$ cat config.mk
export PLATFORM = sky130hd
export DESIGN_NAME = rsa_apb_regs
export DESIGN_NICKNAME = d
export VERILOG_FILES = /design/src/rsa_pkg.sv /design/src/rsa_apb_regs.sv
export SDC_FILE = /design/constraint.sdc
export NUM_CORES = 2
export LEC_CHECK = 0
export ABC_AREA = 1
export ABC_CLOCK_PERIOD_IN_PS = 2000
export BUFFER_PORTS_ARGS = -buffer_cell sky130_fd_sc_hd__buf_2
export CAP_MARGIN = 0
export CORE_MARGIN = 2
export CORE_UTILIZATION = 30
export DETAILED_ROUTE_END_ITERATION = 16
export PLACE_DENSITY_LB_ADDON = 0.1
export SLEW_MARGIN = 20
export SYNTH_ARGS = -nofsm -noshare
export SYNTH_HDL_FRONTEND = slang
export SYNTH_SLANG_ARGS = --single-unit
$ cat constraint.sdc
create_clock -name clk -period 2 [get_ports clk]
set_input_delay 0.2 -clock clk [delete_from_list [all_inputs] [get_ports clk]]
set_output_delay 0.2 -clock clk [all_outputs]
set_load 0.05 [all_outputs]
$ cat src/rsa_pkg.sv
`default_nettype none

package rsa_pkg;

    // array geometry
    localparam int RSA_ROWS = 4;
    localparam int RSA_COLS = 4;
    localparam int RSA_K    = 4;    // operand beats per run
    localparam int RSA_DW   = 16;

    localparam int BEAT_W = $clog2(RSA_K);
    localparam int COL_W  = $clog2(RSA_COLS);

    typedef logic [RSA_DW-1:0] data_t;

    // apb address map, byte addresses of 32-bit words
    localparam int APB_AW = 12;

    localparam logic [APB_AW-1:0] ADDR_CTRL   = 12'h000;
    localparam logic [APB_AW-1:0] ADDR_STATUS = 12'h004;
    localparam logic [APB_AW-1:0] ADDR_A_BASE = 12'h100;
    localparam logic [APB_AW-1:0] ADDR_B_BASE = 12'h200;
    localparam logic [APB_AW-1:0] ADDR_M_BASE = 12'h300;
    localparam logic [APB_AW-1:0] ADDR_C_BASE = 12'h400;

    // row adder opcode
    typedef enum logic {
        ADD_NONE = 1'b0,
        ADD_BIAS = 1'b1
    } add_mode_t;

    typedef enum logic [1:0] {
        FEED_IDLE,
        FEED_RUN,     // cal_en beats
        FEED_DRAIN    // single cal_done cycle
    } feed_state_t;

endpackage

`default_nettype wire

$ cat src/rsa_apb_regs.sv
`default_nettype none

module rsa_apb_regs (
    input  wire                              clk,
    input  wire                              i_reset,
    input  wire                              i_psel,
    input  wire                              i_penable,
    input  wire                              i_pwrite,
    input  wire  [rsa_pkg::APB_AW-1:0]       i_paddr,
    input  wire  [31:0]                      i_pwdata,
    input  wire  [rsa_pkg::RSA_ROWS-1:0]     i_row_wr,
    input  wire  [rsa_pkg::COL_W-1:0]        i_row_col [rsa_pkg::RSA_ROWS],
    input  wire  rsa_pkg::data_t             i_row_data [rsa_pkg::RSA_ROWS],
    input  wire  [rsa_pkg::RSA_ROWS-1:0]     i_row_last,
    output logic [31:0]                      o_prdata,
    output logic                             o_pready,
    output logic                             o_pslverr,
    output logic                             o_start,
    output rsa_pkg::add_mode_t               o_mode,
    output rsa_pkg::data_t                   o_a [rsa_pkg::RSA_ROWS][rsa_pkg::RSA_K],
    output rsa_pkg::data_t                   o_b [rsa_pkg::RSA_K][rsa_pkg::RSA_COLS],
    output rsa_pkg::data_t                   o_m [rsa_pkg::RSA_ROWS][rsa_pkg::RSA_COLS]
);

    rsa_pkg::data_t c_mem [rsa_pkg::RSA_ROWS][rsa_pkg::RSA_COLS];

    logic                          busy;
    logic                          done;    // sticky until next start
    logic [rsa_pkg::RSA_ROWS-1:0]  rows_fin;

    logic                          access;
    logic                          err;
    logic                          wr_en;
    logic                          ctrl_wr;
    logic                          in_tbl;
    logic [rsa_pkg::APB_AW-1:0]    region_base;
    logic [rsa_pkg::COL_W-1:0]     ent_row;
    logic [rsa_pkg::COL_W-1:0]     ent_col;

    assign access      = i_psel && i_penable;
    assign region_base = {i_paddr[rsa_pkg::APB_AW-1:8], 8'h00};
    assign in_tbl      = (i_paddr[7:6] == 2'b00) && (i_paddr[1:0] == 2'b00); // 16 words only
    assign ent_row     = i_paddr[5:4];
    assign ent_col     = i_paddr[3:2];

    assign wr_en   = access && i_pwrite && !err;
    assign ctrl_wr = wr_en && (region_base == rsa_pkg::ADDR_CTRL);

    assign o_pready  = access;    // no wait states
    assign o_pslverr = access && err;

    // address decode, read mux and error rules
    always_comb begin
        err      = 1'b0;
        o_prdata = '0;
        case (region_base)
            rsa_pkg::ADDR_CTRL: begin
                if (i_paddr == rsa_pkg::ADDR_CTRL) begin
                    o_prdata = {30'b0, o_mode == rsa_pkg::ADD_BIAS, 1'b0};
                    err      = i_pwrite && busy;
                end else if (i_paddr == rsa_pkg::ADDR_STATUS) begin
                    o_prdata = {30'b0, done, busy};
                    err      = i_pwrite;    // status is read only
                end else begin
                    err = 1'b1;
                end
            end
            rsa_pkg::ADDR_A_BASE: begin
                o_prdata = {16'h0, o_a[ent_row][ent_col]};
                err      = !in_tbl || (i_pwrite && busy);
            end
            rsa_pkg::ADDR_B_BASE: begin
                o_prdata = {16'h0, o_b[ent_row][ent_col]};
                err      = !in_tbl || (i_pwrite && busy);
            end
            rsa_pkg::ADDR_M_BASE: begin
                o_prdata = {16'h0, o_m[ent_row][ent_col]};
                err      = !in_tbl || (i_pwrite && busy);
            end
            rsa_pkg::ADDR_C_BASE: begin
                o_prdata = {16'h0, c_mem[ent_row][ent_col]};
                err      = !in_tbl || i_pwrite;
            end
            default: err = 1'b1;
        endcase
    end

    always_ff @(posedge clk) begin
        if (i_reset) begin
            o_start  <= 1'b0;
            o_mode   <= rsa_pkg::ADD_NONE;
            busy     <= 1'b0;
            done     <= 1'b0;
            rows_fin <= '0;
            for (int r = 0; r < rsa_pkg::RSA_ROWS; r++) begin
                for (int c = 0; c < rsa_pkg::RSA_COLS; c++) begin
                    o_a[r][c]   <= '0;
                    o_b[r][c]   <= '0;
                    o_m[r][c]   <= '0;
                    c_mem[r][c] <= '0;
                end
            end
        end else begin
            o_start <= ctrl_wr && i_pwdata[0];
            if (ctrl_wr) begin
                o_mode <= rsa_pkg::add_mode_t'(i_pwdata[1]);
                if (i_pwdata[0]) begin
                    busy     <= 1'b1;
                    done     <= 1'b0;
                    rows_fin <= '0;
                end
            end else if (busy) begin
                rows_fin <= rows_fin | i_row_last;
                if (&(rows_fin | i_row_last)) begin    // last row just drained
                    busy <= 1'b0;
                    done <= 1'b1;
                end
            end

            if (wr_en) begin
                case (region_base)
                    rsa_pkg::ADDR_A_BASE: o_a[ent_row][ent_col] <= i_pwdata[rsa_pkg::RSA_DW-1:0];
                    rsa_pkg::ADDR_B_BASE: o_b[ent_row][ent_col] <= i_pwdata[rsa_pkg::RSA_DW-1:0];
                    rsa_pkg::ADDR_M_BASE: o_m[ent_row][ent_col] <= i_pwdata[rsa_pkg::RSA_DW-1:0];
                    default: ;    // ctrl handled above
                endcase
            end

            // results from the row adders
            for (int r = 0; r < rsa_pkg::RSA_ROWS; r++) begin
                if (i_row_wr[r]) begin
                    c_mem[r][i_row_col[r]] <= i_row_data[r];
                end
            end
        end
    end

endmodule

`default_nettype wire

==> summary.md <==
| Metric | Value |
|---|---|
| CP Buf/Inv Count | 2 |
| Clock root cell | clkbuf_16 |
| Fin. Hold Viols | 0 |
| Multi-input logic area | approximately 26000 um^2 |
| Clock power frac | a little under half |
| Final setup fails | between 700 and 800 |
| Die outline width | between 400 and 500 um |
| Reg2Reg Depth | 18 |
| Leak | 0.03285 uW |
| Combinational Power Share | 10.0% |
| CP max stage delay | between 0.3 and 0.4 ns |
| Highest clock rate | about 380 MHz |
| Number of flops mapped to enable cells by yosys | about 140 |
| Cell-internal power | 35820 uW |
| Final clock skew | ~0.044 ns |
| Worst Hold Class | in -> reg |
| Die extent in y | a little over 400 um |
| Critical Path RT | 1.80 ns |
| Cts bufs inserted | ~120 |
| CP startpoint kind | flip-flop |
| FF+latch count, synth | 1032 |
| Sw Share | a little over a quarter |
| Crit path capture | o_prdata[14] |
| Post-Synthesis Cell Area | 48160 um^2 |
| Buffers added on ports | 900 |
| Clock Tree Buf Depth | 3 |
| Yosys warnings | 0 |
| Sequential cell area | between 20000 and 25000 um^2 |
| Main synth FF type | dfxtp_1 |
| Initial antenna violation count | 20 |
| Core Box Area | 160000 um^2 |
| Initial Utilization | 30.10% |
| Worst Hold Slack | 0.03958 ns |
| DRC viols | 0 |
| Non-Filler Instances | approximately 10000 |
| GRT Residual Overflow | 0 |
| Failing checks | negative setup slack |
| Final WL | 305200 um |
| CTS sink count | just over 1000 |
| Placed cell count | approximately 10000 |
| RePlAce Congestion | about 0.93 |
| Setup crit start | o_a[222]$_SDFFE_PP0P_ |
| FILL cells | between 15000 and 20000 |
| Sequential Power Share | approximately 44% |
| 1st-iter DRT viols | around 7100 |
| Final Max Slew Viols | 0 |
| CTS H-tree depth | 3 |
| Setup ws final | -0.6196 ns |
| Min cycle time layout | 2.620 ns |
| Vias in the first global route | between 50000 and 60000 |
| Initial DRT Pass Iterations | 8 |
| Kind of cell adding the most delay to the critical path | simple AND/OR/NAND/NOR gates |
| Die area | around 160000 um^2 |
| CP max-delay cell | dfxtp_1 |
| Placed wire-length estimate | about 200000 um |
| Cells along the critical path | a22oi_1 > nand2_1 > nand2_1 > nand2_1 > nor2_1 > buf_4 > nor2_1 > nor2_4 > nand2_4 > buf_12 |
| Post-DRT Antenna Nets | 0 |
| RR Endpoint | o_b[247]$_SDFFE_PP0P_ |
| Yosys cell types | 26 |
| Share of layout cells above drive strength 1 | around a third |
| Most frequent cells in the layout | 1628 x nor2_1, 1420 x nand2_1, 882 x buf_2 |
| Vias per cell | 5.490 |
| Critical path arrival | roughly 2.4 ns |
| Critical path capture point type | primary output |
| FF-to-FF setup slack | -0.23 ns |
| Psw | around 13000 uW |
| First-pass GRT wire length | roughly 400000 um |
| RSZ-0062 raised after global routing | true |
| Post-synth ARST share | 0% |
| CTS tree | built |
| Commonest non-fill, non-tap cell in the layout | nor2_1 |
| GRT Total Usage | roughly 35% |
| Reg-to-Reg Start | busy$_SDFFE_PP0P_ |
| Outcome | finished with violations |
| Post-Syn Area per Cell | between 7 and 8 um^2 |
| Finished layout cell area | a little over 70000 um^2 |
| Worst-Skew Late Latency | 0.76 ns |
| Worst VDD drop | 744.2 uV |
| Crit-path max FO | 3 |
| Levels on crit path | 10 |
| Pin count of the biggest net entering global routing | ~140 |
| Pwr/cell area | 679.3 nW/um^2 |
| Worst-margin pin slew | 0.8049 ns |
| Area grow syn2layout | 50.48% |
| Post-Synthesis Cells | about 6800 |
| Max-cap violations | 0 |
| Worst rel slew slack | between 40% and 50% |
| Crit-path most repeated cell | nand2_1 |
| WS Path Type | reg -> out |
| Post-synthesis sequential area ratio | 45.89% |
| Clock-pin slew on the worst setup and hold paths | roughly 0.060 ns |
| Row count | approximately 150 |
| # IOs | ~930 |
| Final period util | 131.0% |
| Vias post-DR | around 57000 |
| Placed inst area | about 62000 um^2 |
| Average wire per standard cell | between 20 and 30 um |
| Nets | between 8000 and 9000 |
cell families after synthesis:
| family | after synthesis | synth area share [%] |
|---|---|---|
| buf+inv | 786 | 6.539 |
| flops | 1032 | 45.89 |
| other cells | 1 | 0.007786 |
| simple gates | 4232 | 37.69 |
| compound gates | 704 | 9.875 |
cell usage after synthesis, types with 3 or more instances:
library cell	instances	area share, %
inv_2	14	0.11
nor2_1	1847	14
nand2_1	1530	12
edfxtp_1	144	9.0
nand3_1	13	0.14
a211oi_1	15	0.23
inv_1	103	0.80
a22oi_1	472	7.4
nor3_1	10	0.10
nand2_2	4	0.052
buf_1	112	0.87
nand4_1	789	10
nor2_4	31	0.72
a21oi_1	107	1.1
o31ai_1	5	0.078
dfxtp_1	888	37
nor2_2	7	0.091
clkinv_1	3	0.023
o21ai_0	104	1.1
buf_2	66	0.69
clkbuf_1	459	3.6
buf_4	27	0.42
cell type report:
| cell class | count | share of cell area, % |
|---|---|---|
| Multi-Input combinational cell | 4952 | 35.36 |
| Sequential cell | 1032 | 30.66 |
| Tap cell | 2086 | 3.601 |
| Timing Repair Buffer | 2020 | 24.14 |
| Inverter | 120 | 0.6509 |
| Clock inverter | 46 | 0.6163 |
| Antenna cell | 8 | 0.02762 |
| Clock buffer | 182 | 4.950 |
through the flow:
stage	power, uW	TNS (ns)	setup slack [ns]	utilization [%]
2_1_floorplan	23970	0	0.01092	-
3_3_place_gp	26200	-398.26	-1.123	38.98
3_5_place_dp	26210	-403.48	-1.121	38.98
4_1_cts	49080	-35.00	-0.6527	43.68
5_1_grt	50430	-136.52	-0.6667	45.28
6_report	49240	-70.02	-0.6196	45.29
state kept, by name, indices dropped and copies added, names as in the netlist:
name and count:
o_a 256, rows_fin 4, busy 1, o_b 256
c_mem 256, o_start 1, o_mode 1, done 1
o_m 256
layer usage:
layer	track usage, %	up-vias	wire [um]
li1	-	25780	-
met1	45.70	27800	123800
met2	53.20	3164	134100
met3	6.821	602	28720
met4	18.53	12	18430
met5	0	-	89
worst reg2reg max path: stages, from the launching register on:
cell and delay (ns):
dfxtp_2 0.33, nand2_2 0.08, inv_2 0.04, nor2_2 0.09
nand2_1 0.06, nand3_2 0.09, nand2_2 0.07, nor2_4 0.11
buf_12 0.13, buf_8 0.11, buf_6 0.10, nand2_4 0.05
buf_12 0.15, buf_8 0.13, nor2_4 0.12, buf_12 0.15
buf_12 0.17, nor2_4 0.06, nor2_1 0.13
power groups by stage:
stage          Sequential [uW]  Clock (uW)  Combinational, uW
5_1_grt                  21500       23800               5110
4_1_cts                  21500       23000               4600
3_3_place_gp             22000           0               4240
3_5_place_dp             22000           0               4250
6_report                 21500       22800               4920
2_1_floorplan            21900           0               2040
worst min-delay path by stage:
stage | startpoint | to | slack (ns) | depth (start not counted)
4_1_cts | i_pwdata[8] | o_b[8]$_SDFFE_PP0P_ | 0.003 | 6
6_report | i_pwdata[8] | o_b[72]$_SDFFE_PP0P_ | 0.04 | 6
5_1_grt | i_row_col[4] | c_mem[1][57]$_DFFE_PP_ | 0.04 | 3
3_5_place_dp | done$_SDFFE_PP0P_ | done$_SDFFE_PP0P_ | 0.46 | 2
3_3_place_gp | rows_fin[3]$_SDFFE_PP0P_ | rows_fin[3]$_SDFFE_PP0P_ | 0.45 | 2
2_1_floorplan | i_pwdata[1] | o_mode$_SDFFE_PP0N_ | 0.37 | 2
timing repair:
action | CTS | global route
gates resized for setup | 558 | 280
buffers inserted | 49 | 51
endpoints found under the hold margin | 323 | 0
cloned | 16 | 47
pin swaps | 245 | 215
setup endpoints to repair | 216 | 785
hold buffers | 83 | 0
No activity file was read; power rests on OpenSTA's default activity.
