$ cat config.mk
export PLATFORM = sky130hd
export DESIGN_NAME = row_adder
export DESIGN_NICKNAME = d
export VERILOG_FILES = /design/src/rsa_pkg.sv /design/src/row_adder.sv
export SDC_FILE = /design/constraint.sdc
export NUM_CORES = 1
export LEC_CHECK = 0
export BUFFER_PORTS_ARGS = -buffer_cell sky130_fd_sc_hd__buf_2
export CELL_PAD_IN_SITES_DETAIL_PLACEMENT = 1
export CELL_PAD_IN_SITES_GLOBAL_PLACEMENT = 1
export CORE_MARGIN = 1.5
export CORE_UTILIZATION = 31
export CTS_BUF_LIST = sky130_fd_sc_hd__clkbuf_16
export CTS_CLUSTER_DIAMETER = 200
export DETAILED_ROUTE_END_ITERATION = 10
export PLACE_DENSITY = 0.82
export SLEW_MARGIN = 20
export SYNTH_ARGS = -nofsm -noshare
export SYNTH_HDL_FRONTEND = slang
export SYNTH_SLANG_ARGS = --single-unit
$ cat constraint.sdc
create_clock -name clk -period 2.9 [get_ports clk]
set_clock_uncertainty 0.2 [all_clocks]
set_input_delay 0.435 -clock clk [delete_from_list [all_inputs] [get_ports clk]]
set_output_delay 0.435 -clock clk [all_outputs]
set_load 0.02 [all_outputs]
$ cat src/rsa_pkg.sv
`default_nettype none

package rsa_pkg;

    // array geometry
    localparam int RSA_ROWS = 4;
    localparam int RSA_COLS = 4;
    localparam int RSA_K    = 4;    // operand beats per run
    localparam int RSA_DW   = 16;

    localparam int BEAT_W = $clog2(RSA_K);
    localparam int COL_W  = $clog2(RSA_COLS);

    typedef logic [RSA_DW-1:0] data_t;

    // apb address map, byte addresses of 32-bit words
    localparam int APB_AW = 12;

    localparam logic [APB_AW-1:0] ADDR_CTRL   = 12'h000;
    localparam logic [APB_AW-1:0] ADDR_STATUS = 12'h004;
    localparam logic [APB_AW-1:0] ADDR_A_BASE = 12'h100;
    localparam logic [APB_AW-1:0] ADDR_B_BASE = 12'h200;
    localparam logic [APB_AW-1:0] ADDR_M_BASE = 12'h300;
    localparam logic [APB_AW-1:0] ADDR_C_BASE = 12'h400;

    // row adder opcode
    typedef enum logic {
        ADD_NONE = 1'b0,
        ADD_BIAS = 1'b1
    } add_mode_t;

    typedef enum logic [1:0] {
        FEED_IDLE,
        FEED_RUN,     // cal_en beats
        FEED_DRAIN    // single cal_done cycle
    } feed_state_t;

endpackage

`default_nettype wire

$ cat src/row_adder.sv
`default_nettype none

module row_adder (
    input  wire                           clk,
    input  wire                           i_reset,
    input  wire rsa_pkg::add_mode_t       i_mode,
    input  wire rsa_pkg::data_t           i_m [rsa_pkg::RSA_COLS],
    input  wire                           i_val,
    input  wire rsa_pkg::data_t           i_data,
    output logic                          o_wr,
    output logic [rsa_pkg::COL_W-1:0]     o_col,
    output rsa_pkg::data_t                o_data,
    output logic                          o_last
);

    logic [rsa_pkg::COL_W-1:0] col_cnt;    // words arrive in column order

    always_ff @(posedge clk) begin
        if (i_reset) begin
            col_cnt <= '0;
            o_wr    <= 1'b0;
            o_last  <= 1'b0;
        end else begin
            o_wr   <= i_val;
            o_last <= i_val && (col_cnt == rsa_pkg::RSA_COLS - 1);
            if (i_val) col_cnt <= col_cnt + 1'b1;    // wraps back to 0 for next run
        end
    end

    always_ff @(posedge clk) begin
        if (i_val) begin
            o_col  <= col_cnt;
            o_data <= (i_mode == rsa_pkg::ADD_BIAS) ? i_data + i_m[col_cnt] : i_data;
        end
    end

endmodule

`default_nettype wire

==> reports/metrics.csv, run 1 <==
stage,metric,value,unit
critical_path,crit end category,flop,
placed_design,Placer Congestion,0.847,
power,power density over the cells,543,nW/µm²
timing,Max Fclk,316,MHz
power,sw frac,36.2,%
cells_and_area,"commonest non-fill, non-tap cells in the layout","buf_2, buf_4, edfxtp_1, mux4_2, ha_4",
critical_path,CP Class,flop to flop,
clocking,CTS tree,yes,
power,sequential group share of total power,22.7,%
cells_and_area,net count of the finished layout,424,
clocking,Skew-Pair Late Insertion Delay,270,ps
power,internal power,1.18,mW
route,Final ANT Viol Nets,0,
timing,setup TNS,-1140,ps
min_path,worst hold path type,input port to flop,
die,boundary pin count,104,
route,Vias per Instance,5.73,
placed_design,detailed placement HPWL,5400,µm
cells_and_area,fraction of layout cells with a size suffix above 1,69.9,%
global_routing,first-pass GRT wire length,13300,µm
run,max-cap viol count,0,
timing,min Tclk post-route,3160,ps
clocking,clock buffer depth,2,
critical_path,Worst setup SP type,flop,
synth,multiplexer area fraction after synthesis,27.0,%
clocking,"Hold-fix buffers, CTS",0,
synth,Adder-Cell Fraction of Synth Area,10.9,%
power,Leakage Power,1.44,nW
die,Core Rows,29,
synth,main combinational cell family by area after synthesis,multiplexers,
cells_and_area,filler cell count,736,
synth,Main synth FF type,edfxtp_1,
cells_and_area,"most common cell after layout, fill and taps aside",buf_2,
route,wire per inst,24.3,µm
route,Routed WL,9730,µm
critical_path,crit path DAT,2990,ps
power,Switch Pwr,668,µW
timing,Final setup viols,9,
die,Die Width,83.8,µm
synth,Post-Syn Area,2020,µm²
synth,Syn Area/Cell,11.3,µm²
die,Die Y,83.8,µm
global_routing,vias in the first global route,2473,
power,power share of the clock group,22.6,%
status,violated checks,negative setup slack,
placed_design,Placement Setup Slack,-395,ps
synth,yosys warns,0,
clocking,# clock sinks,22,
die,core area,6310,µm²
route,Pre-antenna DRT Iters,4,
route,via count,2298,
route,final routed DRC violation total,0,
route,Detailed Route Iter0 Violations,111,
timing,"Worst Setup Slack, final",-263,ps
timing,RSZ-0062 raised after global routing,yes,
synth,Synth Register Bits,22,
global_routing,initial antenna violation count,2,
timing,fin crit share,109,%
cells_and_area,area delta synth->final,68.0,%
synth,"EDFF count, synth",18,
critical_path,required time of the critical path,2730,ps
synth,register area share after synthesis,30.7,%
critical_path,Crit Path Max Fanout,8,
status,outcome,"complete, but fails checks",
synth,Cell variety after synth,39,
synth,Post-Synth XOR/XNOR Area,5.63,%
placed_design,count of input and output buffers,103,
synth,simple-gate share of the synthesized area,10.1,%
global_routing,GRT Overall Usage,24.4,%
timing,number of hold violations in the final report,0,
timing,Slew HR,63.2,%
global_routing,largest net degree at the start of global routing,22,
power,Combinational Power Share,54.6,%
clocking,clock buffer count from CTS,3,
clocking,CTS root buffer,clkbuf_16,
clocking,"Reg clk slew, reported paths",70,ps
synth,Compound-Gate Fraction of Synth Area,12.9,%
synth,ys async rst share,0,%
global_routing,grt ovf,0,
timing,Worst-Margin Slew,552,ps
die,Initial Util,32.0,%
die,die area,7020,µm²
clocking,H-tree depth reported by CTS,1,
synth,syn nets,280,
timing,"Slew Viols, Final",0,
power,Max IR drop VDD,0.363,mV
synth,Syn Inst Count,179,
-- stage by stage --
| stage | cell area (µm²) | total power [mW] | hold WS (ps) | util (%) | cells |
|---|---|---|---|---|---|
| global route | 3400 | 1.91 | 160 | 53.8 | 401 |
| detailed placement | 2880 | 1.15 | 382 | 45.6 | 386 |
| CTS | 3170 | 1.67 | 160 | 50.3 | 391 |
| floorplan | 2060 | 0.857 | 232 | - | 179 |
| global placement | 2880 | 1.12 | 370 | 45.6 | 386 |
| finish | 3400 | 1.85 | 149 | 53.8 | 401 |
-- path summary, 6_finish.rpt --
| path | end | start | slack [ps] | depth (start not counted) |
|---|---|---|---|---|
| worst max-delay path | o_data[14]$_DFFE_PP_ | col_cnt[0]$_SDFFE_PP0P_ | -260 | 10 |
| worst min-delay path | col_cnt[0]$_SDFFE_PP0P_ | i_reset | 150 | 2 |
| worst max register to register | o_data[14]$_DFFE_PP_ | col_cnt[0]$_SDFFE_PP0P_ | -260 | 10 |
| worst min register to register | o_col[0]$_DFFE_PP_ | col_cnt[0]$_SDFFE_PP0P_ | 400 | 0 |
-- flip-flops by register name, indices dropped and copies added (netlist names) --
signal   count
o_data      16
col_cnt      2
o_col        2
o_last       1
o_wr         1
-- cell families after synthesis --
group                      count (synthesis)
DFF                                       22
muxes                                     31
adders and majority gates                 17
xor gates and xnor gates                  13
AOI/OAI and AO/OA                         43
and+or+nand+nor                           40
buffers and inverters                     13
-- final cells by class --
| class | instances | area, µm² | share of cell area, % |
|---|---|---|---|
| clock inverters | 1 | 30.0 | 0.884 |
| multi-input cells | 144 | 1660 | 48.7 |
| diodes | 2 | 5.00 | 0.147 |
| well taps | 77 | 96.3 | 2.84 |
| inverters | 5 | 18.8 | 0.552 |
| flip-flops and latches | 22 | 624 | 18.4 |
| repair buffers | 147 | 892 | 26.3 |
| clock buffers | 3 | 75.1 | 2.21 |
-- repair_timing --
| action | 4_1_cts | 5_1_grt |
|---|---|---|
| setup endpoints to repair | 10 | 11 |
| gates resized for setup | 38 | 32 |
| cloned | 0 | 1 |
| setup buffers | 1 | 7 |
| pin swaps | 8 | 9 |
-- power by group through the flow --
stage / combinational [mW] / clock [mW] / sequential [mW]
after floorplan: 0.389 / 0 / 0.468
after global placement: 0.701 / 0 / 0.420
after detailed placement: 0.731 / 0 / 0.421
after CTS: 0.842 / 0.407 / 0.417
after global routing: 1.06 / 0.430 / 0.424
final: 1.01 / 0.418 / 0.419
-- cells in the mapped netlist, drive strengths merged, types with 2 or more instances --
cell type  number  area, µm²
a21oi          21        105
mux2i           2       20.0
nand3           3       15.0
xor2            6       52.6
nand4           5       31.3
dfxtp           4       80.1
nand2b          4       25.0
nor2b           2       12.5
xnor2           7       61.3
o21ai           7       35.0
inv             5       18.8
o211ai          2       15.0
o21bai          3       22.5
or3b            2       17.5
buf             3       20.0
a21o            2       15.0
mux4           16        379
nand2          12       45.0
nor2            8       30.0
ha             16        200
clkbuf          5       18.8
edfxtp         18        541
mux2           13        146
-- layer usage --
metal	global-route usage [%]	part of all wire [%]	wire length, µm	up-vias
li1	-	-	-	991
met2	44.6	52	5070	119
met4	11.2	4.3	417	0
met1	27.9	38	3730	1154
met3	3.46	5.2	510	34
met5	0	0	0	-
-- critical path: stages (launching register included) --
cell     delay [ps]
dfxtp_4         460
buf_12          150
buf_4           130
mux4_2          520
ha_4            260
a21oi_1         180
o21ai_0         180
a21oi_2         230
o31ai_4         130
xor2_1          200
mux2_4          270
No activity file was read; power rests on OpenSTA's default activity.
==> run 2: changes to the inputs <==
--- a/config.mk
+++ b/config.mk
@@ -6,6 +6,7 @@
 export NUM_CORES = 1
 export LEC_CHECK = 0
 export BUFFER_PORTS_ARGS = -buffer_cell sky130_fd_sc_hd__buf_2
+export CAP_MARGIN = 0
 export CELL_PAD_IN_SITES_DETAIL_PLACEMENT = 1
 export CELL_PAD_IN_SITES_GLOBAL_PLACEMENT = 1
 export CORE_MARGIN = 1.5
@@ -13,6 +14,7 @@
 export CTS_BUF_LIST = sky130_fd_sc_hd__clkbuf_16
 export CTS_CLUSTER_DIAMETER = 200
 export DETAILED_ROUTE_END_ITERATION = 10
+export MAX_ROUTING_LAYER = met4
 export PLACE_DENSITY = 0.82
 export SLEW_MARGIN = 20
 export SYNTH_ARGS = -nofsm -noshare
==> reports/metrics.csv, run 2 (synthesis gave the netlist of run 1 again) <==
stage,metric,value,unit
critical_path,crit end category,flop,
cells_and_area,design area,3400,µm²
timing,Slew HR,62.8,%
clocking,# clock sinks,22,
timing,"Worst Setup Slack, final",-390,ps
critical_path,slowest CP cell,mux4_2,
route,Vias per Instance,5.69,
power,Max IR drop VDD,0.374,mV
clocking,CTS tree,yes,
die,Initial Util,32.0,%
route,wire per inst,24.4,µm
global_routing,vias in the first global route,2467,
clocking,CTS root buffer,clkbuf_16,
min_path,hold path depth,2,
route,Final ANT Viol Nets,0,
critical_path,"Largest stage delay, worst path",540,ps
global_routing,largest net degree at the start of global routing,22,
clocking,H-tree depth reported by CTS,1,
cells_and_area,post-layout util,53.9,%
cells_and_area,Top reg by flops,o_data,
cells_and_area,"most common cell after layout, fill and taps aside",buf_2,
die,die area,7020,µm²
placed_design,detailed placement HPWL,5400,µm
timing,number of hold violations in the final report,0,
die,Die Y,83.8,µm
critical_path,end point of the critical path,o_data[14]$_DFFE_PP_,
timing,Final setup viols,9,
power,Leakage Power,1.44,nW
status,violated checks,negative setup slack,
clocking,clock buffer depth,2,
placed_design,dpl cell area,2880,µm²
global_routing,GRT Overall Usage,25.2,%
critical_path,worst reg2reg setup slack,-390,ps
critical_path,CP Launch Point,col_cnt[0]$_SDFFE_PP0P_,
clocking,Skew-Pair Late Insertion Delay,260,ps
cells_and_area,"commonest non-fill, non-tap cells in the layout","buf_2, buf_4, edfxtp_1, mux4_2, ha_4",
die,Die Width,83.8,µm
timing,min Tclk post-route,3290,ps
clocking,"Hold-fix buffers, CTS",0,
run,max-cap viol count,0,
timing,fin crit share,113,%
critical_path,r2r startpoint,col_cnt[0]$_SDFFE_PP0P_,
status,outcome,"complete, but fails checks",
critical_path,required time of the critical path,2720,ps
cells_and_area,biggest regs,"o_data x16, col_cnt x2, o_col x2",
clocking,"Reg clk slew, reported paths",70,ps
cells_and_area,max reg flops,16,
critical_path,Worst setup SP type,flop,
cells_and_area,area delta synth->final,68.2,%
timing,Worst-Margin Slew,558,ps
placed_design,count of input and output buffers,103,
route,via count,2275,
power,power density over the cells,543,nW/µm²
global_routing,first-pass GRT wire length,13300,µm
die,Core Rows,29,
timing,setup TNS,-1050,ps
critical_path,crit path DAT,3110,ps
critical_path,worst reg-to-reg path cell count,10,
cells_and_area,net count of the finished layout,424,
critical_path,CP Cell Sequence,buf_12 > buf_12 > mux4_2 > ha_4 > a21oi_1 > o21ai_0 > a21oi_2 > o31ai_4 > xor2_1 > mux2_4,
route,Detailed Route Iter0 Violations,97,
route,Pre-antenna DRT Iters,4,
timing,RSZ-0062 raised after global routing,yes,
die,boundary pin count,104,
placed_design,Placer Congestion,0.860,
global_routing,grt ovf,0,
cells_and_area,fraction of layout cells with a size suffix above 1,70.2,%
critical_path,CP Class,flop to flop,
clocking,clock buffer count from CTS,3,
die,core area,6310,µm²
critical_path,cell repeated most along the worst path,buf_12,
route,Routed WL,9760,µm
critical_path,FF-to-FF End,o_data[14]$_DFFE_PP_,
critical_path,Crit Path Max Fanout,8,
global_routing,initial antenna violation count,1,
route,final routed DRC violation total,0,
timing,Max Fclk,304,MHz
timing,"Slew Viols, Final",0,
min_path,worst hold path type,input port to flop,
run 2: per-stage QoR:
step,power [mW],hold WS (ps),setup WS [ps],instances
3_5_place_dp,1.15,382,-395,386
3_3_place_gp,1.12,370,-310,386
6_report,1.85,153,-390,400
2_1_floorplan,0.857,232,0.696,179
5_1_grt,1.92,160,-397,400
4_1_cts,1.67,160,-84.7,391
run 2: where the power goes:
| group | internal, mW | leakage, nW | switching (mW) |
|---|---|---|---|
| sequential | 0.399 | 0.211 | 0.0207 |
| combinational | 0.506 | 1.18 | 0.508 |
| clock | 0.275 | 0.0511 | 0.138 |
| total | 1.18 | 1.44 | 0.667 |
run 2: per-layer routing:
| metal | track usage [%] | up-vias | wire, µm | part of all wire (%) |
|---|---|---|---|---|
| li1 | - | 991 | - | - |
| met1 | 28.3 | 1135 | 3840 | 39 |
| met2 | 44.6 | 113 | 4980 | 51 |
| met3 | 3.17 | 36 | 464 | 4.8 |
| met4 | 11.2 | 0 | 476 | 4.9 |
| met5 | - | - | 0 | 0 |
run 2: worst min path at each step:
stage	from	to	slack, ps
floorplan	col_cnt[1]$_SDFFE_PP0P_	o_col[1]$_DFFE_PP_	230
global placement	col_cnt[0]$_SDFFE_PP0P_	o_col[0]$_DFFE_PP_	370
detailed placement	col_cnt[0]$_SDFFE_PP0P_	o_col[0]$_DFFE_PP_	380
CTS	i_reset	col_cnt[0]$_SDFFE_PP0P_	160
global route	i_reset	col_cnt[0]$_SDFFE_PP0P_	160
finish	i_reset	col_cnt[0]$_SDFFE_PP0P_	150
run 2: layout make-up:
cell class                      count  area, µm²
Antenna cell                        1       2.50
Tap cell                           77       96.3
Sequential cell                    22        624
Timing Repair Buffer              147        892
Fill cell                         731       2910
Clock inverter                      1       30.0
Multi-Input combinational cell    144       1660
Clock buffer                        3       75.1
Inverter                            5       18.8
run 2: what timing repair did:
action,in CTS,in global routing
setup endpoints to repair,10,11
resized for setup,38,33
buffers inserted,1,7
pin swaps,8,9
gates cloned,0,1
run 2: worst max-delay path: cells and delay by family (launching register included):
kind | cells | cell delay [ps]
flip-flops | 1 | 450
multiplexers | 2 | 810
adder cells (fa/ha/maj) | 1 | 270
AO/OA/AOI/OAI | 4 | 850
XOR/XNOR | 1 | 210
buffers and inverters | 2 | 250
