==> src/rsa_pkg.sv <==
`default_nettype none

package rsa_pkg;

    // array geometry
    localparam int RSA_ROWS = 4;
    localparam int RSA_COLS = 4;
    localparam int RSA_K    = 4;    // operand beats per run
    localparam int RSA_DW   = 16;

    localparam int BEAT_W = $clog2(RSA_K);
    localparam int COL_W  = $clog2(RSA_COLS);

    typedef logic [RSA_DW-1:0] data_t;

    // apb address map, byte addresses of 32-bit words
    localparam int APB_AW = 12;

    localparam logic [APB_AW-1:0] ADDR_CTRL   = 12'h000;
    localparam logic [APB_AW-1:0] ADDR_STATUS = 12'h004;
    localparam logic [APB_AW-1:0] ADDR_A_BASE = 12'h100;
    localparam logic [APB_AW-1:0] ADDR_B_BASE = 12'h200;
    localparam logic [APB_AW-1:0] ADDR_M_BASE = 12'h300;
    localparam logic [APB_AW-1:0] ADDR_C_BASE = 12'h400;

    // row adder opcode
    typedef enum logic {
        ADD_NONE = 1'b0,
        ADD_BIAS = 1'b1
    } add_mode_t;

    typedef enum logic [1:0] {
        FEED_IDLE,
        FEED_RUN,     // cal_en beats
        FEED_DRAIN    // single cal_done cycle
    } feed_state_t;

endpackage

`default_nettype wire

==> src/rsa_feeder.sv <==
`default_nettype none

module rsa_feeder (
    input  wire                  clk,
    input  wire                  i_reset,
    input  wire                  i_start,
    input  wire rsa_pkg::data_t  i_a [rsa_pkg::RSA_ROWS][rsa_pkg::RSA_K],
    input  wire rsa_pkg::data_t  i_b [rsa_pkg::RSA_K][rsa_pkg::RSA_COLS],
    output wire rsa_pkg::data_t  o_west [rsa_pkg::RSA_ROWS],
    output wire rsa_pkg::data_t  o_south [rsa_pkg::RSA_COLS],
    output logic                 o_cal_en,
    output logic                 o_cal_done
);

    rsa_pkg::feed_state_t         state;
    logic [rsa_pkg::BEAT_W-1:0]   beat_cnt;
    logic                         feeding;

    always_ff @(posedge clk) begin
        if (i_reset) begin
            state    <= rsa_pkg::FEED_IDLE;
            beat_cnt <= '0;
        end else begin
            case (state)
                rsa_pkg::FEED_IDLE: begin
                    beat_cnt <= '0;
                    if (i_start) state <= rsa_pkg::FEED_RUN;
                end
                rsa_pkg::FEED_RUN: begin
                    beat_cnt <= beat_cnt + 1'b1;
                    if (beat_cnt == rsa_pkg::RSA_K - 1) state <= rsa_pkg::FEED_DRAIN;
                end
                rsa_pkg::FEED_DRAIN: state <= rsa_pkg::FEED_IDLE;
                default: state <= rsa_pkg::FEED_IDLE;
            endcase
        end
    end

    assign feeding    = (state == rsa_pkg::FEED_RUN);
    assign o_cal_en   = feeding;
    assign o_cal_done = (state == rsa_pkg::FEED_DRAIN);    // one cycle after last beat

    // square array, so lane i is row i for A and column i for B
    for (genvar i = 0; i < rsa_pkg::RSA_ROWS; i++) begin : g_lane
        rsa_pkg::data_t a_beat;
        rsa_pkg::data_t b_beat;

        assign a_beat = feeding ? i_a[i][beat_cnt] : '0;
        assign b_beat = feeding ? i_b[beat_cnt][i] : '0;

        if (i == 0) begin : g_direct
            assign o_west[i]  = a_beat;
            assign o_south[i] = b_beat;
        end else begin : g_skew
            rsa_pkg::data_t a_dly [i];    // depth i gives i cycles of skew
            rsa_pkg::data_t b_dly [i];

            always_ff @(posedge clk) begin
                if (i_reset) begin
                    for (int d = 0; d < i; d++) begin
                        a_dly[d] <= '0;
                        b_dly[d] <= '0;
                    end
                end else begin
                    a_dly[0] <= a_beat;
                    b_dly[0] <= b_beat;
                    for (int d = 1; d < i; d++) begin
                        a_dly[d] <= a_dly[d-1];
                        b_dly[d] <= b_dly[d-1];
                    end
                end
            end

            assign o_west[i]  = a_dly[i-1];
            assign o_south[i] = b_dly[i-1];
        end
    end

endmodule

`default_nettype wire

==> config.mk <==
export PLATFORM = sky130hd
export DESIGN_NAME = rsa_feeder
export DESIGN_NICKNAME = d
export VERILOG_FILES = /design/src/rsa_pkg.sv /design/src/rsa_feeder.sv
export SDC_FILE = /design/constraint.sdc
export NUM_CORES = 1
export LEC_CHECK = 0
export BUFFER_PORTS_ARGS = -buffer_cell sky130_fd_sc_hd__buf_2
export CORE_AREA = 2 2 252 254
export CTS_CLUSTER_SIZE = 20
export DETAILED_ROUTE_END_ITERATION = 10
export DIE_AREA = 0 0 254 256
export PLACE_DENSITY = 0.34
export SYNTH_ARGS = -nofsm -noshare
export SYNTH_HDL_FRONTEND = slang
export SYNTH_SLANG_ARGS = --single-unit
==> constraint.sdc <==
create_clock -name clk -period 1.9 [get_ports clk]
set_input_delay 0.38 -clock clk [delete_from_list [all_inputs] [get_ports clk]]
set_output_delay 0.38 -clock clk [all_outputs]
set_load 0.01 [all_outputs]
==> results of run 1 <==
-- flip-flops by register name, summed over array words and instances (netlist names) --
register,cells
beat_cnt,2
state,2
g_lane.g_skew.b_dly,96
g_lane.g_skew.a_dly,96
-- per-stage QoR --
stage | cell area, µm² | hold slack, ns | cells | setup slack [ns] | power (µW)
global route | 14800 | 0.130 | 2333 | -0.428 | 10900
finish | 14800 | 0.159 | 2336 | -0.358 | 10300
global placement | 13400 | 0.416 | 2275 | -0.110 | 6340
floorplan | 9070 | 0.414 | 827 | 0.0931 | 5200
CTS | 14600 | 0.113 | 2315 | -0.414 | 10500
detailed placement | 13400 | 0.420 | 2275 | -0.124 | 6330
-- what timing repair did --
action | CTS | global route
setup buffers | 5 | 8
pin swaps | 3 | 6
endpoints found under the setup margin | 32 | 80
cloned | 5 | 3
gates resized for setup | 67 | 18
-- cells in the final DEF, fill, tap and decap left out, types with 2 or more instances in the layout --
cell type  count
nand3b_1       2
buf_2        627
bufbuf_16      2
dfxtp_1      194
nand2_1        2
mux2i_4        3
clkbuf_16     20
buf_6         15
nand2b_1       2
mux2i_2        4
buf_16         6
bufinv_16      3
nor2b_1       98
buf_4         93
inv_6          3
clkinv_2       2
buf_12        11
mux2i_1      249
o22ai_4       15
a21oi_1        2
clkbuf_8       2
o22ai_2       51
o22ai_1       62
diode_2       10
-- cells in the mapped netlist, types with 2 or more instances --
cell / count
o22ai_2: 40
nand2b_1: 2
a21oi_1: 2
buf_1: 2
buf_2: 16
mux2i_1: 256
o22ai_1: 88
nand2_1: 2
buf_4: 66
clkbuf_1: 45
dfxtp_1: 196
nand3b_1: 2
buf_6: 5
nor2b_1: 98
or3b_2: 2
-- logic make-up (layout without fill, tap and decap cells) --
group	after synthesis	after routing	synth area share, %
buffers and inverters	134	787	8.91
other	0	10	0
adder cells (fa/ha/maj)	1	1	0.138
multiplexers	256	256	28.2
AO/OA/AOI/OAI	131	131	11.8
flip-flops	196	196	43.3
AND/OR/NAND/NOR	109	109	7.67
-- layout make-up --
cell class | count | area [µm²]
antenna | 10 | 25.0
clock buffer | 20 | 457
clock inverter | 10 | 146
fill | 6906 | 47600
multi-input combinational | 497 | 4690
sequential | 196 | 3930
tap | 846 | 1060
timing repair buffer | 757 | 4530
-- how the worst max path moves through the flow --
stage,startpoint,endpoint,slack [ns]
2_1_floorplan,state[1]$_SDFFE_PP0P_,o_south[48],0.09
3_3_place_gp,beat_cnt[1]$_SDFFE_PP0P_,o_west[50],-0.11
3_5_place_dp,beat_cnt[1]$_SDFFE_PP0P_,o_west[50],-0.12
4_1_cts,beat_cnt[0]$_SDFFE_PP0P_,o_south[51],-0.41
5_1_grt,state[1]$_SDFFE_PP0P_,o_west[59],-0.43
6_report,state[1]$_SDFFE_PP0P_,o_west[62],-0.36
-- power groups by stage --
stage	clock, µW	sequential (µW)	combinational [µW]
after floorplan	0	4370	835
after global placement	0	4370	1980
after detailed placement	0	4370	1960
after CTS	4120	4270	2150
after global routing	4250	4280	2360
final	3870	4270	2210
-- worst max-delay path, delay by kind of cell (launching register included) --
| kind | cells | cell delay [ns] |
|---|---|---|
| simple gates | 1 | 0.50 |
| buf+inv | 2 | 0.36 |
| flops | 1 | 0.31 |
| compound gates | 1 | 0.21 |
-- metal layers --
metal / vias up / part of all wire, %
met1: 4024 / 43
met2: 266 / 51
met4: 0 / 2.2
met3: 69 / 3.9
li1: 4207 / -
met5: - / 0
==> results.txt, run 1 <==
Clock Sinks: 196
core area: 0.0624 mm²
Seq pwr share: 41.3%
IO Pins: 645
Sw Share: 27.1%
number of flops mapped to enable cells by yosys: 0
cts hold-fix bufs: 0
largest net degree at the start of global routing: 101
via count: 8566
DRC: 0
Critical R2R Launch: beat_cnt[0]$_SDFFE_PP0P_
final core occ: 23.8%
top_reg_cell synth: dfxtp_1
IO buf count: 644
synthesized area: 0.00907 mm²
failing checks: setup timing
Synth cell types: 20
antenna violations before repair: 27
final worst path period share: 119%
antenna-violating nets left: 0
worst path cell trace: or3b_4 -> buf_16 -> o22ai_4 -> buf_6
Die Area: 0.0650 mm²
1st-iter DRT viols: 325
CP endpoint kind: output port
Combinational Power Share: 21.3%
Fin. Hold Viols: 0
Root Driver: clkbuf_16
Psw: 2800 µW
top-area cell type share of the netlist area: 43.3%
starting density of the core: 14.5%
DP Wirelength: 41500 µm
Peak VDD IR: 0.000672 V
die height: 256 µm
slowest stage delay, CP: 0.50 ns
worst path required time: 1.52 ns
drt pass-1 iters: 4
Reg2Reg Depth: 7
Internal Power: 7550 µW
most area-consuming cells after synthesis: dfxtp_1 43%, mux2i_1 28%, nor2b_1 6.8%
Final Max Tran Viols: 0
Worst Skew: 0.0109 ns
met1 Use GR: 18.6%
worst hold start: i_start
status: complete, but fails checks
FFs w/ async S/R, synth: 0%
first-pass GRT wire length: 68400 µm
Syn-to-layout area delta: 63.5%
CP arrival: 1.88 ns
synthesized flop and latch total: 196
drt via density: 3.67
Synth Net Count: 1343
Clock Path Buffers: 2
Die Width: 254 µm
WL per Instance: 21.8 µm
Hold EP: state[0]$_SDFFE_PP0P_
Max Cap Viol: 0
Tmin final: 2.26 ns
worst skew pair latency: 0.48 ns
Synth Warn #: 0
reg-to-reg endpoint: g_lane[3].g_skew.b_dly[0][7]$_SDFF_PP0_
Hold Crit Depth: 3
power density over the cells: 697 mW/mm²
worst slew pin tran: 0.606 ns
CP Class: reg -> out
Setup-failing EPs final: 32
final net count: 1985
Min-Delay Path Class: in -> reg
Rows: 92
Max Fclk: 0.443 GHz
met2 usage: 26.6%
type of origin of the critical path: flop
grt met3 use: 2.81%
layout cells sized above 1: 58.4%
vias in the first global route: 8932
TritonCTS clock tree: yes
static leakage: 0.00656 µW
Total Routed Length: 51000 µm
synthesized instance count: 827
CTS buffer count: 17
Max stage delay cell, worst path: or3b_4
reg-to-reg setup timing slack: 0.06 ns
busiest grt layer: met2
final setup margin: -0.358 ns
RSZ-0062 raised after global routing: true
setup_tns: -10.19 ns
clock group share of total power: 37.4%
Avg Cell Area, Syn: 11.0 µm²
slew margin rel.: 59.6%
register area share after synthesis: 43.3%
Synth area leader: dfxtp_1
placer congestion estimate: 0.855
Max FO, Critical Path: 16
CTS H-Tree Depth: 4
clock transition at the registers of the reported paths: 0.07 ns
Overflow after GRT: 0
GRT Total Usage: 15.3%
Power figures use the tool's default switching activity.
==> run 2: changes to the inputs <==
ABC_AREA = 1   (was unset)
CORE_AREA = 2 2 255 257   (was 2 2 252 254)
DIE_AREA = 0 0 257 259   (was 0 0 254 256)
PLACE_DENSITY = 0.38   (was 0.34)
RECOVER_POWER = 25   (was unset)
==> run 2 against run 1 <==
The flow still finishes with violations (setup timing); maximum frequency increased by 6.8%; clock skew increased by 0.0031 ns; wire length increased by 0.82%; via count increased by 54%; combinational power increased by 24%; clock power increased by 1%; die area increased by 2.4%; synthesized cell count increased by 140%; utilization increased by 3.3 points; non-clock buffer count decreased by 45; hold slack improved by 0.011 ns; largest cell class unchanged.
==> results.txt, run 2 <==
Max stage delay cell, worst path: dfxtp_4 (was or3b_4)
CP arrival: 1.73 ns (was 1.88 ns)
met2 usage: 27.4% (was 26.6%)
Peak VDD IR: 0.000361 V (was 0.000672 V)
synthesized area: 0.0117 mm² (was 0.00907 mm²)
slew margin rel.: 18.9% (was 59.6%)
antenna-violating nets left: 0 (unchanged)
drt pass-1 iters: 5 (was 4)
worst path cell trace: buf_12 -> buf_12 -> inv_12 -> nand2_4 -> nand3_2 -> a21oi_2 -> buf_4 -> buf_6 (was or3b_4 -> buf_16 -> o22ai_4 -> buf_6)
antenna violations before repair: 11 (was 27)
Max Cap Viol: 0 (unchanged)
slowest stage delay, CP: 0.40 ns (was 0.50 ns)
Synth Warn #: 0 (unchanged)
placer congestion estimate: 0.950 (was 0.855)
placed cell count: 3350 (was 2275)
Clock Path Buffers: 2 (unchanged)
clock transition at the registers of the reported paths: 0.08 ns (was 0.07 ns)
Total Routed Length: 51400 µm (was 51000 µm)
FFs w/ async S/R, synth: 0% (unchanged)
Synth area leader: dfxtp_1 (unchanged)
Fin. Hold Viols: 0 (unchanged)
number of flops mapped to enable cells by yosys: 0 (unchanged)
CP Class: reg -> out (unchanged)
layout cells sized above 1: 35.1% (was 58.4%)
WP depth: 8 (was 4)
largest net degree at the start of global routing: 98 (was 101)
Buf/Inv on CP: 5 (was 2)
Worst Skew: 0.0140 ns (was 0.0109 ns)
core area: 0.0639 mm² (was 0.0624 mm²)
die height: 259 µm (was 256 µm)
Avg Cell Area, Syn: 5.88 µm² (was 11.0 µm²)
top-area cell type share of the netlist area: 33.6% (was 43.3%)
met1 Use GR: 16.4% (was 18.6%)
IO buf count: 644 (unchanged)
starting density of the core: 18.3% (was 14.5%)
top cells by count, synth: 610 x inv_1, 515 x nand2_1, 256 x nand3_1 (was 256 x mux2i_1, 196 x dfxtp_1, 98 x nor2b_1)
worst slew pin tran: 1.22 ns (was 0.606 ns)
Max FO, Critical Path: 6 (was 16)
synthesized instance count: 1988 (was 827)
worst skew pair latency: 0.48 ns (about the same)
top_reg_cell synth: dfxtp_1 (unchanged)
Rows: 93 (was 92)
power density over the cells: 633 mW/mm² (was 697 mW/mm²)
Reg2Reg Depth: 9 (was 7)
Critical R2R Launch: beat_cnt[0]$_SDFFE_PP0P_ (unchanged)
Synth Net Count: 2504 (was 1343)
Synth cell types: 17 (was 20)
Die Area: 0.0666 mm² (was 0.0650 mm²)
busiest grt layer: met2 (unchanged)
Min-Delay Path Class: in -> reg (unchanged)
IO Pins: 645 (unchanged)
Root Driver: clkbuf_16 (unchanged)
worst hold start: i_start (unchanged)
Clock Sinks: 196 (unchanged)
DRC: 0 (unchanged)
commonest non-fill, non-tap cell in the layout: buf_2 (unchanged)
CP endpoint kind: output port (unchanged)
register area share after synthesis: 33.6% (was 43.3%)
most frequent cell after synthesis: inv_1 (was mux2i_1)
most area-consuming cells after synthesis: dfxtp_1 34%, inv_1 20%, nand2_1 17% (was dfxtp_1 43%, mux2i_1 28%, nor2b_1 6.8%)
Top Registers: g_lane.g_skew.a_dly (96), g_lane.g_skew.b_dly (96) (unchanged)
WL per Instance: 15.0 µm (was 21.8 µm)
static leakage: 0.0103 µW (was 0.00656 µW)
final worst path period share: 111% (was 119%)
GRT Total Usage: 14.9% (was 15.3%)
Max Fclk: 0.473 GHz (was 0.443 GHz)
vias in the first global route: 13100 (was 8932)
Die Width: 257 µm (was 254 µm)
Setup-failing EPs final: 32 (unchanged)
first-pass GRT wire length: 75700 µm (was 68400 µm)
Final Max Tran Viols: 0 (unchanged)
synthesized flop and latch total: 196 (unchanged)
Syn-to-layout area delta: 48.1% (was 63.5%)
TritonCTS clock tree: yes (unchanged)
cell family with most CP delay: buffers and inverters (was simple AND/OR/NAND/NOR gates)
CTS buffer count: 17 (unchanged)
RSZ-0062 raised after global routing: true (unchanged)
Hold Crit Depth: 3 (unchanged)
cts hold-fix bufs: 0 (unchanged)
failing checks: setup timing (unchanged)
Final Non-Filler Cells: 3422 (was 2336)
drt via density: 3.85 (was 3.67)
type of origin of the critical path: flop (unchanged)
Tmin final: 2.11 ns (was 2.26 ns)
grt met3 use: 3.74% (was 2.81%)
CTS H-Tree Depth: 4 (unchanged)
final net count: 3066 (was 1985)
DP Wirelength: 37800 µm (was 41500 µm)
status: complete, but fails checks (unchanged)
final setup margin: -0.214 ns (was -0.358 ns)
Worst Setup SP: beat_cnt[0]$_SDFFE_PP0P_ (was state[1]$_SDFFE_PP0P_)
Overflow after GRT: 0 (unchanged)
worst path required time: 1.52 ns (about the same)
hold_ws: 0.170 ns (was 0.159 ns)
final core occ: 27.1% (was 23.8%)
most used cell, CP: buf_12
via count: 13200 (was 8566)
most frequent cells in the layout: 637 x buf_2, 609 x inv_1, 462 x nand2_1 (was 627 x buf_2, 249 x mux2i_1, 194 x dfxtp_1)
1st-iter DRT viols: 542 (was 325)
==> run 2: cell types whose count changed after synthesis, moves of 62 or more <==
cell / change
buf_2: +62
a21oi_1: +98
nand3_1: +256
nand2_1: +513
o22ai_1: -88
nor2_1: +99
nor2b_1: -98
mux2i_1: -256
inv_1: +610
==> run 2: where the power goes <==
| group | leakage (µW) | internal (µW) | total (µW) | switching [µW] |
|---|---|---|---|---|
| Sequential | 0.00160 | 4260 | 4310 | 47.5 |
| Clock | 0.000304 | 1830 | 3920 | 2080 |
| Combinational | 0.00839 | 1220 | 2730 | 1520 |
==> run 2: logic make-up after synthesis <==
logic type | count (synthesis) | share of synthesized area (%)
AOI/OAI and AO/OA | 132 | 6.64
adders and majority gates | 1 | 0.107
buffers and inverters | 787 | 28.9
DFF | 196 | 33.6
and+or+nand+nor | 872 | 30.8
==> run 2: repair_timing <==
item                                    in CTS  in global routing
resized for setup                          148                 38
pin swaps                                   49                 20
endpoints found under the setup margin      32                 48
gates cloned                                12                  2
buffers inserted                            20                  2
==> run 2: area by class of cell <==
class	count	area [µm²]
multi-input combinational	1005	4970
timing repair inverter	4	52.6
tap	855	1070
fill	7333	46600
clock inverter	15	209
clock buffer	17	425
inverter	614	2330
antenna	4	10.0
timing repair buffer	712	4320
sequential	196	3930
==> run 2: worst paths after layout <==
| check | to | slack [ns] |
|---|---|---|
| max | o_south[55] | -0.21 |
| min | state[0]$_SDFFE_PP0P_ | 0.17 |
| max reg2reg | g_lane[2].g_skew.b_dly[0][8]$_SDFF_PP0_ | 0.10 |
| min reg2reg | g_lane[2].g_skew.a_dly[0][26]$_SDFF_PP0_ | 0.40 |
==> run 2: worst min-delay path, stage by stage <==
cell and delay [ns]:
buf_2 0.10, nor2_1 0.08, a211oi_1 0.05
==> run 2: metrics by stage <==
step | setup slack [ns] | setup TNS (ns) | instance area [µm²] | total power, µW
2_1_floorplan | 0.391 | 0 | 11700 | 5690
3_3_place_gp | 0.112 | 0 | 15400 | 6700
3_5_place_dp | 0.154 | 0 | 15400 | 6690
4_1_cts | -0.227 | -6.39 | 17100 | 11200
5_1_grt | -0.299 | -7.61 | 17300 | 11600
6_report | -0.214 | -4.67 | 17300 | 11000
==> run 2: metal layers <==
metal | part of all wire, % | up-vias
met5 | 0.13 | -
met4 | 2.8 | 10
met3 | 5.4 | 64
met2 | 52 | 397
met1 | 40 | 5958
li1 | - | 6740
==> run 3: changes to the inputs <==
PLACE_DENSITY = unset   (was 0.38)
PLACE_DENSITY_LB_ADDON = 0.15   (was unset)
RECOVER_POWER = 100   (was 25)
==> run 3 against run 2 <==
The run still ends with setup timing left; via count increased by 1.1%; die area unchanged; clock power increased by 2%; final cell count decreased by 0.26%; worst setup slack improved by 0.0086 ns; combinational power decreased by 1%; sequential share of layout area increased by 0.43 points; critical path depth decreased by 1; critical path type unchanged; largest cell class unchanged; highest routed layer unchanged.
==> results.txt, run 3 (synthesis gave the netlist of run 2 again) <==
status: complete, but fails checks (unchanged)
failing checks: setup timing (unchanged)
most frequent cells in the layout: 609 x inv_1, 544 x buf_2, 466 x nand2_1 (was 637 x buf_2, 609 x inv_1, 462 x nand2_1)
worst path cell trace: buf_6 -> buf_12 -> buf_16 -> nand2_1 -> nand3_2 -> a21oi_2 -> buf_2 (was buf_12 -> buf_12 -> inv_12 -> nand2_4 -> nand3_2 -> a21oi_2 -> buf_4 -> buf_6)
static leakage: 0.00986 µW (was 0.0103 µW)
Hold EP: state[0]$_SDFFE_PP0P_ (unchanged)
placer congestion estimate: 0.922 (was 0.950)
Max Cap Viol: 0 (unchanged)
CTS buffer count: 17 (unchanged)
WL per Instance: 15.4 µm (was 15.0 µm)
GRT Total Usage: 15.1% (was 14.9%)
Setup-failing EPs final: 32 (unchanged)
placed cell count: 3341 (was 3350)
Fin. Hold Viols: 0 (unchanged)
Clock Path Buffers: 2 (unchanged)
antenna violations before repair: 12 (was 11)
Reg2Reg Depth: 4 (was 9)
fin area: 0.0170 mm² (was 0.0173 mm²)
TritonCTS clock tree: yes (unchanged)
DRC: 0 (unchanged)
slowest stage delay, CP: 0.38 ns (was 0.40 ns)
drt via density: 3.90 (was 3.85)
Syn-to-layout area delta: 45.5% (was 48.1%)
worst hold start: i_start (unchanged)
Post-DP Area: 0.0153 mm² (was 0.0154 mm²)
vias in the first global route: 13300 (was 13100)
Final Non-Filler Cells: 3413 (was 3422)
1st-iter DRT viols: 682 (was 542)
starting density of the core: 18.3% (unchanged)
DP Wirelength: 37300 µm (was 37800 µm)
setup_tns: -5.07 ns (was -4.67 ns)
cell family with most CP delay: buffers and inverters (unchanged)
power density over the cells: 647 mW/mm² (was 633 mW/mm²)
worst skew pair latency: 0.49 ns (was 0.48 ns)
final setup margin: -0.206 ns (was -0.214 ns)
RSZ-0062 raised after global routing: true (unchanged)
Peak VDD IR: 0.000446 V (was 0.000361 V)
final net count: 3052 (was 3066)
Total Routed Length: 52700 µm (was 51400 µm)
Clock Sinks: 196 (unchanged)
die height: 259 µm (unchanged)
CTS H-Tree Depth: 4 (unchanged)
type of origin of the critical path: flop (unchanged)
Critical R2R Launch: beat_cnt[1]$_SDFFE_PP0P_ (was beat_cnt[0]$_SDFFE_PP0P_)
IO Pins: 645 (unchanged)
Die Width: 257 µm (unchanged)
Top Registers: g_lane.g_skew.a_dly (96), g_lane.g_skew.b_dly (96) (unchanged)
Max stage delay cell, worst path: dfxtp_4 (unchanged)
final worst path period share: 111% (about the same)
slew margin rel.: 11.3% (was 18.9%)
clock transition at the registers of the reported paths: 0.09 ns (was 0.08 ns)
setup slack at placement: 0.151 ns (was 0.154 ns)
commonest non-fill, non-tap cell in the layout: inv_1 (was buf_2)
Max FO, Critical Path: 10 (was 6)
IO buf count: 644 (unchanged)
Worst Setup SP: beat_cnt[0]$_SDFFE_PP0P_ (unchanged)
Rows: 93 (unchanged)
Die Area: 0.0666 mm² (unchanged)
CP arrival: 1.73 ns (about the same)
Root Driver: clkbuf_16 (unchanged)
worst path required time: 1.52 ns (about the same)
CP endpoint kind: output port (unchanged)
Max Fclk: 0.475 GHz (was 0.473 GHz)
largest net degree at the start of global routing: 86 (was 98)
layout cells sized above 1: 31.0% (was 35.1%)
Min-Delay Path Class: in -> reg (unchanged)
total power draw: 11000 µW (about the same)
via count: 13300 (was 13200)
Overflow after GRT: 0 (unchanged)
Hold Crit Depth: 3 (unchanged)
first-pass GRT wire length: 76800 µm (was 75700 µm)
core area: 0.0639 mm² (unchanged)
reg-to-reg setup timing slack: 0.14 ns (was 0.10 ns)
Tmin final: 2.11 ns (about the same)
reg-to-reg endpoint: g_lane[2].g_skew.a_dly[0][15]$_SDFF_PP0_ (was g_lane[2].g_skew.b_dly[0][8]$_SDFF_PP0_)
worst slew pin tran: 1.33 ns (was 1.22 ns)
drt pass-1 iters: 7 (was 5)
antenna-violating nets left: 0 (unchanged)
Final Max Tran Viols: 0 (unchanged)
CP Class: reg -> out (unchanged)
Worst Skew: 0.0149 ns (was 0.0140 ns)
Buf/Inv on CP: 4 (was 5)
-- run 3: cell count changes in the layout (fill, tap and decap cells not counted), moves of 4 or more --
cell / before / now
a21oi_2: 48 / 54
a21oi_4: 4 / 0
buf_2: 637 / 544
buf_4: 28 / 20
buf_6: 12 / 6
clkbuf_1: 1 / 98
diode_2: 4 / 9
inv_12: 7 / 3
nand2_1: 462 / 466
nand2_2: 33 / 26
nand3_2: 35 / 39
-- run 3: timing repair --
action,4_1_cts,5_1_grt
resized for setup,93,90
hold buffers,0,0
setup endpoints to repair,33,40
pin swaps,35,51
buffers inserted,16,1
cloned,13,3
-- run 3: tightest hold or removal path: stages --
cell and delay [ns]:
buf_2 0.10, nor2_1 0.08, a211oi_1 0.05
-- run 3: layout make-up --
type	instances	area [µm²]
multi-input cells	1005	4940
flip-flops and latches	196	3930
diodes	9	22.5
clock inverters	15	215
repair inverters	3	51.3
repair buffers	699	4010
clock buffers	17	425
well taps	855	1070
fillers	7412	46900
inverters	614	2330
-- run 3: how the worst max path moves through the flow --
stage / to / cells past startpoint
4_1_cts: o_south[48] / 8
5_1_grt: o_west[50] / 7
3_5_place_dp: g_lane[2].g_skew.a_dly[0][15]$_SDFF_PP0_ / 4
6_report: o_west[50] / 7
2_1_floorplan: o_south[53] / 7
3_3_place_gp: g_lane[2].g_skew.a_dly[0][15]$_SDFF_PP0_ / 4
-- run 3: stage by stage --
step	util [%]	hold WS, ns
2_1_floorplan	-	0.388
3_3_place_gp	23.9	0.390
3_5_place_dp	23.9	0.392
4_1_cts	26.2	0.107
5_1_grt	26.6	0.126
6_report	26.6	0.164
-- run 3: power by group --
group | switching (µW) | total (µW) | internal, µW
combinational | 1530 | 2690 | 1160
clock | 2150 | 4000 | 1840
sequential | 48.5 | 4310 | 4260
-- run 3: routing by layer --
| layer | GRT usage [%] | wire [µm] | up-vias |
|---|---|---|---|
| met2 | 28.0 | 27700 | 438 |
| met3 | 3.69 | 3020 | 81 |
| met5 | 0 | 38 | - |
| li1 | - | - | 6710 |
| met4 | 6.46 | 1670 | 6 |
| met1 | 16.2 | 20300 | 6085 |
